<file path="config.mk">
export PLATFORM = sky130hd
export DESIGN_NAME = tracker_top
export DESIGN_NICKNAME = d
export VERILOG_FILES = /design/src/common/tracker_pkg.sv /design/src/design/camera/cam_input.sv /design/src/design/gravity/gravity_acc.sv /design/src/design/uart/uart_tx.sv /design/src/design/uart/report_framer.sv /design/src/design/tracker_top.sv
export SDC_FILE = /design/constraint.sdc
export NUM_CORES = 1
export LEC_CHECK = 0
export BUFFER_PORTS_ARGS = -buffer_cell sky130_fd_sc_hd__buf_4
export CORE_ASPECT_RATIO = 0.9
export CORE_MARGIN = 3
export CORE_UTILIZATION = 41
export DETAILED_ROUTE_END_ITERATION = 8
export GPL_ROUTABILITY_DRIVEN = 1
export PLACE_DENSITY = 0.58
export SLEW_MARGIN = 20
export SYNTH_ARGS = -nofsm -noshare
export SYNTH_HDL_FRONTEND = slang
export SYNTH_SLANG_ARGS = --single-unit
</file>
<file path="constraint.sdc">
create_clock -name cclk -period 6.9 [get_ports cclk]
set_input_delay 0.69 -clock cclk [delete_from_list [all_inputs] [get_ports cclk]]
set_output_delay 0.69 -clock cclk [all_outputs]
set_load 0.03 [all_outputs]
</file>
<file path="src/common/tracker_pkg.sv">
package tracker_pkg;

    // ----------------------------------------------------------
    // Pixel and coordinate widths
    // ----------------------------------------------------------
    localparam int pix_w    = 8;
    localparam int coord_w  = 10;               // Column and line counters
    localparam int sum_s_w  = 20;               // Dark pixel count
    localparam int sum_sx_w = 28;
    localparam int sum_sy_w = 28;

    // ----------------------------------------------------------
    // Report format
    // ----------------------------------------------------------
    localparam logic [7:0] report_header = 8'ha5;
    localparam int report_bytes = 12;
    localparam int report_w     = report_bytes * 8;
    localparam int byte_cnt_w   = $clog2(report_bytes);

    // Field sizes on the wire, each zero-extended
    localparam int sum_s_field_w  = 3 * 8;
    localparam int sum_sx_field_w = 4 * 8;
    localparam int sum_sy_field_w = 4 * 8;

    // UART timing, short for simulation
    localparam int clks_per_bit = 8;
    localparam int bit_cnt_w    = $clog2(clks_per_bit);

    // ----------------------------------------------------------
    // State encodings
    // ----------------------------------------------------------
    typedef enum logic [1:0] {
        grav_st_idle,
        grav_st_accum,
        grav_st_hold
    } grav_state_t;

    typedef enum logic [1:0] {
        fr_st_idle,
        fr_st_load,
        fr_st_wait_tx
    } framer_state_t;

    typedef enum logic [1:0] {
        tx_st_idle,
        tx_st_start,
        tx_st_data,
        tx_st_stop
    } tx_state_t;

endpackage

</file>
<file path="src/design/camera/cam_input.sv">
`timescale 1ns/10ps

module cam_input (
    input  logic                               cclk,
    input  logic                               rst_n,
    input  logic                               fval,
    input  logic                               lval,
    input  logic                               dval,
    input  logic [tracker_pkg::pix_w-1:0]      pix_data,
    output logic                               pix_valid,
    output logic [tracker_pkg::pix_w-1:0]      pix_value,
    output logic [tracker_pkg::coord_w-1:0]    pix_x,
    output logic [tracker_pkg::coord_w-1:0]    pix_y,
    output logic                               frame_end
);

    logic                               fval_r, lval_r, dval_r;
    logic                               fval_d, lval_d;     // For edge detect
    logic [tracker_pkg::pix_w-1:0]      data_r;
    logic [tracker_pkg::coord_w-1:0]    col_cnt;
    logic [tracker_pkg::coord_w-1:0]    line_cnt;
    logic                               line_seen;          // Line had a valid pixel
    logic                               valid_r;

    assign valid_r = fval_r & lval_r & dval_r;

    // ----------------------------------------------------------
    // Input registers
    // ----------------------------------------------------------
    always_ff @(posedge cclk) begin
        if (!rst_n) begin
            fval_r <= 1'b0;
            lval_r <= 1'b0;
            dval_r <= 1'b0;
            fval_d <= 1'b0;
            lval_d <= 1'b0;
        end else begin
            fval_r <= fval;
            lval_r <= lval;
            dval_r <= dval;
            fval_d <= fval_r;
            lval_d <= lval_r;
        end
    end

    always_ff @(posedge cclk) begin
        data_r <= pix_data;
    end

    // Column counts valid pixels only, line counts lines with pixels
    always_ff @(posedge cclk) begin
        if (!rst_n) begin
            col_cnt   <= '0;
            line_cnt  <= '0;
            line_seen <= 1'b0;
        end else begin
            if (!lval_r) begin
                col_cnt <= '0;
            end else if (valid_r) begin
                col_cnt <= col_cnt + 1'b1;
            end

            if (frame_end) begin
                line_cnt  <= '0;
                line_seen <= 1'b0;
            end else if (lval_d && !lval_r) begin       // End of line
                if (line_seen) begin
                    line_cnt <= line_cnt + 1'b1;
                end
                line_seen <= 1'b0;
            end else if (valid_r) begin
                line_seen <= 1'b1;
            end
        end
    end

    // ----------------------------------------------------------
    // Output stage
    // ----------------------------------------------------------
    always_ff @(posedge cclk) begin
        if (!rst_n) begin
            pix_valid <= 1'b0;
            frame_end <= 1'b0;
        end else begin
            pix_valid <= valid_r;
            frame_end <= fval_d & ~fval_r;  // One cycle after fval_r falls
        end
    end

    always_ff @(posedge cclk) begin
        pix_value <= data_r;
        pix_x     <= col_cnt;
        pix_y     <= line_cnt;
    end

endmodule

</file>
<file path="src/design/gravity/gravity_acc.sv">
`timescale 1ns/10ps

module gravity_acc (
    input  logic                               cclk,
    input  logic                               rst_n,
    input  logic [tracker_pkg::pix_w-1:0]      threshold,
    input  logic                               pix_valid,
    input  logic [tracker_pkg::pix_w-1:0]      pix_value,
    input  logic [tracker_pkg::coord_w-1:0]    pix_x,
    input  logic [tracker_pkg::coord_w-1:0]    pix_y,
    input  logic                               frame_end,
    input  logic                               report_busy,
    output logic                               result_valid,
    output logic [tracker_pkg::sum_s_w-1:0]    sum_s,
    output logic [tracker_pkg::sum_sx_w-1:0]   sum_sx,
    output logic [tracker_pkg::sum_sy_w-1:0]   sum_sy
);

    tracker_pkg::grav_state_t           state;
    logic [tracker_pkg::sum_s_w-1:0]    acc_s, base_s;
    logic [tracker_pkg::sum_sx_w-1:0]   acc_sx, base_sx;
    logic [tracker_pkg::sum_sy_w-1:0]   acc_sy, base_sy;
    logic                               dark;
    logic                               capture;

    assign dark    = pix_valid && (pix_value < threshold);   // Strictly below
    assign capture = frame_end && (state != tracker_pkg::grav_st_hold);

    // Running sums restart from zero after a frame
    assign base_s  = (state == tracker_pkg::grav_st_hold) ? '0 : acc_s;
    assign base_sx = (state == tracker_pkg::grav_st_hold) ? '0 : acc_sx;
    assign base_sy = (state == tracker_pkg::grav_st_hold) ? '0 : acc_sy;

    // ----------------------------------------------------------
    // Frame FSM
    // ----------------------------------------------------------
    always_ff @(posedge cclk) begin
        if (!rst_n) begin
            state <= tracker_pkg::grav_st_idle;
        end else begin
            case (state)
                tracker_pkg::grav_st_idle: begin
                    if (frame_end) begin
                        state <= tracker_pkg::grav_st_hold;  // Empty frame
                    end else if (pix_valid) begin
                        state <= tracker_pkg::grav_st_accum;
                    end
                end
                tracker_pkg::grav_st_accum: begin
                    if (frame_end) begin
                        state <= tracker_pkg::grav_st_hold;
                    end
                end
                default: begin
                    state <= tracker_pkg::grav_st_idle;
                end
            endcase
        end
    end

    always_ff @(posedge cclk) begin
        if (!rst_n) begin
            acc_s  <= '0;
            acc_sx <= '0;
            acc_sy <= '0;
        end else begin
            acc_s  <= base_s + (tracker_pkg::sum_s_w)'(dark);
            acc_sx <= base_sx + (dark ? (tracker_pkg::sum_sx_w)'(pix_x) : '0);
            acc_sy <= base_sy + (dark ? (tracker_pkg::sum_sy_w)'(pix_y) : '0);
        end
    end

    // Result copy, dropped while a report is still going out
    always_ff @(posedge cclk) begin
        if (!rst_n) begin
            result_valid <= 1'b0;
        end else begin
            result_valid <= capture && !report_busy;
        end
    end

    always_ff @(posedge cclk) begin
        if (capture && !report_busy) begin
            sum_s  <= acc_s;
            sum_sx <= acc_sx;
            sum_sy <= acc_sy;
        end
    end

endmodule

</file>
<file path="src/design/uart/uart_tx.sv">
`timescale 1ns/10ps

module uart_tx (
    input  logic        cclk,
    input  logic        rst_n,
    input  logic        tx_start,
    input  logic [7:0]  tx_data,
    output logic        tx_busy,
    output logic        txd
);

    tracker_pkg::tx_state_t                 state;
    logic [tracker_pkg::bit_cnt_w-1:0]      clk_cnt;        // Cycles within a bit
    logic [2:0]                             bit_idx;
    logic [7:0]                             tx_sr;
    logic                                   bit_end;

    assign bit_end = clk_cnt == (tracker_pkg::bit_cnt_w)'(tracker_pkg::clks_per_bit - 1);
    assign tx_busy = state != tracker_pkg::tx_st_idle;

    // ----------------------------------------------------------
    // 8N1 bit sequencer
    // ----------------------------------------------------------
    always_ff @(posedge cclk) begin
        if (!rst_n) begin
            state   <= tracker_pkg::tx_st_idle;
            clk_cnt <= '0;
            bit_idx <= '0;
            txd     <= 1'b1;                    // Line idles high
        end else begin
            clk_cnt <= (state == tracker_pkg::tx_st_idle || bit_end) ? '0 : clk_cnt + 1'b1;
            case (state)
                tracker_pkg::tx_st_idle: begin
                    if (tx_start) begin
                        state <= tracker_pkg::tx_st_start;
                        txd   <= 1'b0;
                    end
                end
                tracker_pkg::tx_st_start: begin
                    if (bit_end) begin
                        state   <= tracker_pkg::tx_st_data;
                        bit_idx <= '0;
                        txd     <= tx_sr[0];    // LSB first
                    end
                end
                tracker_pkg::tx_st_data: begin
                    if (bit_end) begin
                        if (bit_idx == 3'd7) begin
                            state <= tracker_pkg::tx_st_stop;
                            txd   <= 1'b1;
                        end else begin
                            bit_idx <= bit_idx + 1'b1;
                            txd     <= tx_sr[0];
                        end
                    end
                end
                default: begin                  // Stop bit
                    if (bit_end) begin
                        state <= tracker_pkg::tx_st_idle;
                    end
                end
            endcase
        end
    end

    always_ff @(posedge cclk) begin
        if ((state == tracker_pkg::tx_st_idle) && tx_start) begin
            tx_sr <= tx_data;
        end else if (bit_end && (state == tracker_pkg::tx_st_start ||
                                 state == tracker_pkg::tx_st_data)) begin
            tx_sr <= tx_sr >> 1;
        end
    end

endmodule

</file>
<file path="src/design/uart/report_framer.sv">
`timescale 1ns/10ps

module report_framer (
    input  logic                               cclk,
    input  logic                               rst_n,
    input  logic                               result_valid,
    input  logic [tracker_pkg::sum_s_w-1:0]    sum_s,
    input  logic [tracker_pkg::sum_sx_w-1:0]   sum_sx,
    input  logic [tracker_pkg::sum_sy_w-1:0]   sum_sy,
    input  logic                               tx_busy,
    output logic                               report_busy,
    output logic                               tx_start,
    output logic [7:0]                         tx_data
);

    tracker_pkg::framer_state_t             state;
    logic [tracker_pkg::report_w-1:0]       report_sr;      // MSB byte goes first
    logic [tracker_pkg::byte_cnt_w-1:0]     byte_cnt;
    logic                                   last_byte;

    assign last_byte   = byte_cnt == (tracker_pkg::byte_cnt_w)'(tracker_pkg::report_bytes - 1);
    assign report_busy = state != tracker_pkg::fr_st_idle;
    assign tx_start    = (state == tracker_pkg::fr_st_load) && !tx_busy;
    assign tx_data     = report_sr[tracker_pkg::report_w-1 -: 8];

    // ----------------------------------------------------------
    // Byte sequencer
    // ----------------------------------------------------------
    always_ff @(posedge cclk) begin
        if (!rst_n) begin
            state    <= tracker_pkg::fr_st_idle;
            byte_cnt <= '0;
        end else begin
            case (state)
                tracker_pkg::fr_st_idle: begin
                    byte_cnt <= '0;
                    if (result_valid) begin
                        state <= tracker_pkg::fr_st_load;
                    end
                end
                tracker_pkg::fr_st_load: begin
                    if (!tx_busy) begin
                        state <= tracker_pkg::fr_st_wait_tx;  // Byte handed over
                    end
                end
                tracker_pkg::fr_st_wait_tx: begin
                    if (!tx_busy) begin                       // Stop bit done
                        if (last_byte) begin
                            state <= tracker_pkg::fr_st_idle;
                        end else begin
                            byte_cnt <= byte_cnt + 1'b1;
                            state    <= tracker_pkg::fr_st_load;
                        end
                    end
                end
                default: begin
                    state <= tracker_pkg::fr_st_idle;
                end
            endcase
        end
    end

    // Report image: header, then count, x sum and y sum
    always_ff @(posedge cclk) begin
        if ((state == tracker_pkg::fr_st_idle) && result_valid) begin
            report_sr <= {tracker_pkg::report_header,
                          (tracker_pkg::sum_s_field_w)'(sum_s),
                          (tracker_pkg::sum_sx_field_w)'(sum_sx),
                          (tracker_pkg::sum_sy_field_w)'(sum_sy)};
        end else if (tx_start) begin
            report_sr <= report_sr << 8;
        end
    end

endmodule

</file>
<file path="src/design/tracker_top.sv">
`timescale 1ns/10ps

module tracker_top (
    input  logic                               cclk,
    input  logic                               rst_n,
    input  logic                               fval,
    input  logic                               lval,
    input  logic                               dval,
    input  logic [tracker_pkg::pix_w-1:0]      pix_data,
    input  logic [tracker_pkg::pix_w-1:0]      threshold,
    output logic                               uart_txd
);

    // ----------------------------------------------------------
    // Camera to accumulator
    // ----------------------------------------------------------
    logic                               pix_valid;
    logic [tracker_pkg::pix_w-1:0]      pix_value;
    logic [tracker_pkg::coord_w-1:0]    pix_x;
    logic [tracker_pkg::coord_w-1:0]    pix_y;
    logic                               frame_end;

    // Accumulator to framer
    logic                               result_valid;
    logic [tracker_pkg::sum_s_w-1:0]    sum_s;
    logic [tracker_pkg::sum_sx_w-1:0]   sum_sx;
    logic [tracker_pkg::sum_sy_w-1:0]   sum_sy;
    logic                               report_busy;

    // Framer to UART
    logic                               tx_start;
    logic [7:0]                         tx_data;
    logic                               tx_busy;

    cam_input u_cam_input (
        .cclk(cclk), .rst_n(rst_n),
        .fval(fval), .lval(lval), .dval(dval), .pix_data(pix_data),
        .pix_valid(pix_valid), .pix_value(pix_value),
        .pix_x(pix_x), .pix_y(pix_y), .frame_end(frame_end)
    );

    gravity_acc u_gravity_acc (
        .cclk(cclk), .rst_n(rst_n), .threshold(threshold),
        .pix_valid(pix_valid), .pix_value(pix_value),
        .pix_x(pix_x), .pix_y(pix_y), .frame_end(frame_end),
        .report_busy(report_busy), .result_valid(result_valid),
        .sum_s(sum_s), .sum_sx(sum_sx), .sum_sy(sum_sy)
    );

    report_framer u_report_framer (
        .cclk(cclk), .rst_n(rst_n), .result_valid(result_valid),
        .sum_s(sum_s), .sum_sx(sum_sx), .sum_sy(sum_sy),
        .tx_busy(tx_busy), .report_busy(report_busy),
        .tx_start(tx_start), .tx_data(tx_data)
    );

    uart_tx u_uart_tx (
        .cclk(cclk), .rst_n(rst_n),
        .tx_start(tx_start), .tx_data(tx_data),
        .tx_busy(tx_busy), .txd(uart_txd)       // Serial report out
    );

endmodule

</file>
==> metrics.md <==
| Metric | Value |
|---|---|
| Place WS | `between 2000 and 3000 ps` |
| Port Buffers | `21` |
| Initial DRC count | `roughly 450` |
| Crit path max-delay family | `compound AO/OA/AOI/OAI gates` |
| Peak VDD IR | `0.000184 V` |
| Initial Util | `0.420` |
| Worst rel slew slack | `0.285` |
| WS Path Type | `flip-flop to flip-flop` |
| DR DRC count | `0` |
| Unrepaired setup endpoints after global routing | `no` |
| Grt ovf | `0` |
| Post-Syn Nets | `roughly 1200` |
| CP peak stage delay | `660 ps` |
| Share of layout cells above drive strength 1 | `0.0982` |
| Std-Cell Rows | `62` |
| Hold Crit Class | `input pin to flip-flop` |
| Die Ht | `between 150 and 200 µm` |
| Antenna violations before repair | `0` |
| P&R area growth vs syn | `13.0%` |
| Yosys top cell area share | `0.356` |
| Drt first pass iters | `5` |
| Mux contribution to synthesized area | `0.00834` |
| Diodes inserted | `0` |
| Postcts setup bufs | `0` |
| Syn. warnings | `0` |
| Root buf cell | `clkbuf_16` |
| Power per cell area | `280 mW/mm²` |
| Crit path top cell by count | `ha_1` |
| DR vias/cell | `5.12` |
| Buffers and inverters on the worst path | `1` |
| WP data required | `approximately 7300 ps` |
| Synth Flop Type | `dfxtp_1` |
| Final Hold Vio Count | `0` |
| Io pins | `22` |
| H-tree level count | `2` |
| CTS tree | `built` |
| Arrival @ worst endpoint | `4130 ps` |
| Slowest CP cell | `a41oi_2` |
| Die area | `approximately 0.035 mm²` |
| Synth Area in Adders | `0.0400` |
| Sink Count | `around 340` |
| Synthesized area | `approximately 0.014 mm²` |
| Simple-Gate Fraction of Synth Area | `0.160` |
| Synth cell count leaders | `178 x dfxtp_1, 160 x edfxtp_1, 135 x nand2_1` |
| Area leader, netlist | `edfxtp_1` |
| Mean Syn Cell Area | `11.6 µm²` |
| Cts hold-fix bufs | `0` |
| Worst-path clk slew | `roughly 60 ps` |
| ANT nets after route | `0` |
| Setup Viol. Count Final | `0` |
| Xor/xnor share of the synthesized area | `0.0454` |
| Status | `finished clean` |
| Post-synthesis register bit count | `around 340` |
| Post-route setup slack | `between 3000 and 4000 ps` |
| Period utilization | `0.544` |
| FF-to-FF path depth | `15` |
| Cells along the critical path | `ha_1, a21o_1, a21oi_1, o21ai_0, a31oi_1, buf_4, and2_1, ha_1, fa_1, a211oi_2, o211ai_2, a41oi_2, nor4_1, xor2_1, nor2_1` |
| Tot GR Track Use | `0.147` |
| Setup TNS | `0 ps` |
| Clk Latency, worst-skew pair | `about 510 ps` |
| CP Launch Type | `flip-flop` |
| DR WL/cell | `around 16 µm` |
| Count leader, synth | `dfxtp_1` |
| Final Max Tran Viols | `0` |
| Critical Path End Type | `flip-flop` |
| Final WL | `25200 µm` |
| Via count | `~8300` |
| Leakage | `approximately 6 nW` |
| Vias in the first global route | `~8000` |
| Syn Inst Count | `roughly 1200` |
| Asr flop ratio synth | `0` |
| Final HPWL DP | `between 15000 and 20000 µm` |
| Core Footprint | `0.0322 mm²` |
| Nets | `about 1200` |
| PostCTS Resize Cnt | `0` |
| CTS Buffer Depth | `3` |
| First-pass GRT wire length | `about 42000 µm` |
| Largest family of logic cells by synthesized area | `simple AND/OR/NAND/NOR gates` |
| Sequential-to-total area share from yosys stat | `0.620` |
| Max Cap Violations | `0` |
| Minimum clock period after layout | `~3800 ps` |
| Synth Area in Compound Gates | `0.105` |
| Clock Skew | `17.1 ps` |
| Die width | `197 µm` |
| CTS buffer count | `36` |
| GP Congestion | `roughly 0.78` |
| Pin count of the biggest net entering global routing | `77` |
| Crit. path cell count | `15` |
| Post-synth EDFFs | `160` |
| Netlist cell types | `68` |
| Hold depth | `1` |
| Ranking of synthesized cells by area | `edfxtp_1 36%, dfxtp_1 26%, a22o_1 4.6%, nand2_1 3.8%, ha_1 3.7%` |
| Fmax achieved | `about 270 MHz` |
| Slew @ Worst Pin | `approximately 1100 ps` |
| Largest fanout on the critical path | `21` |
[cell type report]
| class | count | area (µm²) |
|---|---|---|
| fill | 2870 | 16900 |
| sequential | 338 | 8370 |
| multi-input combinational | 752 | 4870 |
| clock buffer | 51 | 1050 |
| tap | 416 | 520 |
| timing repair buffer | 29 | 230 |
| clock inverter | 14 | 158 |
| inverter | 18 | 67.6 |
[routing by layer]
| layer | GRT usage | vias up | share of wire |
|---|---|---|---|
| met4 | 0.0451 | 0 | 0.023 |
| met5 | 0 | - | 0 |
| met1 | 0.201 | 3959 | 0.49 |
| met2 | 0.239 | 105 | 0.45 |
| met3 | 0.0268 | 47 | 0.034 |
| li1 | - | 4181 | - |
[state kept, by name, summed over array words and instances (netlist names), 4 cells and up]
name                       cells
u_report_framer.report_sr     96
u_gravity_acc.acc_sx          28
u_gravity_acc.acc_sy          28
u_gravity_acc.sum_sx          28
u_gravity_acc.sum_sy          28
u_gravity_acc.acc_s           20
u_gravity_acc.sum_s           20
u_cam_input.col_cnt           10
u_cam_input.line_cnt          10
u_cam_input.pix_x             10
u_cam_input.pix_y             10
u_cam_input.data_r             8
u_cam_input.pix_value          8
u_uart_tx.tx_sr                8
u_report_framer.byte_cnt       4
[cells by family after synthesis]
kind of cell	Yosys count
buf+inv	71
simple gates	441
mux	11
xor+xnor	70
compound gates	188
fa+ha+maj	42
flops	338
[metrics by stage]
step                hold slack, ps  utilization  instance area, µm²  std cells  total power [W]
detailed placement             313        0.436               14000       1552          0.00238
CTS                            258        0.473               15200       1617          0.00433
floorplan                      310            -               13500       1161          0.00232
global placement               312        0.436               14000       1552          0.00237
finish                         282        0.474               15300       1618          0.00427
global route                   258        0.474               15300       1618          0.00444
[power breakdown]
part           leakage, nW  total (W)  switching [W]  internal [W]
Clock                0.598    0.00194       0.000763       0.00118
Sequential            3.01    0.00218      0.0000324       0.00215
Combinational         2.22   0.000149      0.0000915     0.0000571
Total                 5.83    0.00427       0.000887       0.00339
[worst paths after layout]
path / startpoint / to / slack, ps
min: pix_data[5] / u_cam_input.data_r[5] / 280
max: u_cam_input.pix_value[1] / u_gravity_acc.acc_sx[26] / 3150
min reg2reg: u_cam_input.data_r[0] / u_cam_input.pix_value[0] / 330
max reg2reg: u_cam_input.pix_value[1] / u_gravity_acc.acc_sx[26] / 3150
[cells in the final DEF, fill, tap and decap left out, types with 3 or more instances in the layout]
cell type    n
xor2_1      47
mux2i_1      9
clkbuf_16   38
buf_4       28
a21oi_1     39
ha_1        40
bufinv_16    3
nor3b_1      3
edfxtp_1   160
clkinv_1     3
nor4_1       4
nor2_1     111
and2_1      56
a21o_1       8
a22o_1      71
nor3_1      13
and3_1      25
a211oi_1     9
o21bai_1     4
nand4_1     19
dfxtp_1    178
a22oi_1      7
nand2b_1     5
nand3_1     40
nand2_1    134
o21ai_0     20
xnor2_1     23
clkbuf_8     5
o21ai_1      5
clkbuf_1     8
nor2b_1      4
a31oi_1      4
inv_1       17
or3_1        4
clkinv_2     7
No activity file was read; power rests on OpenSTA's default activity.
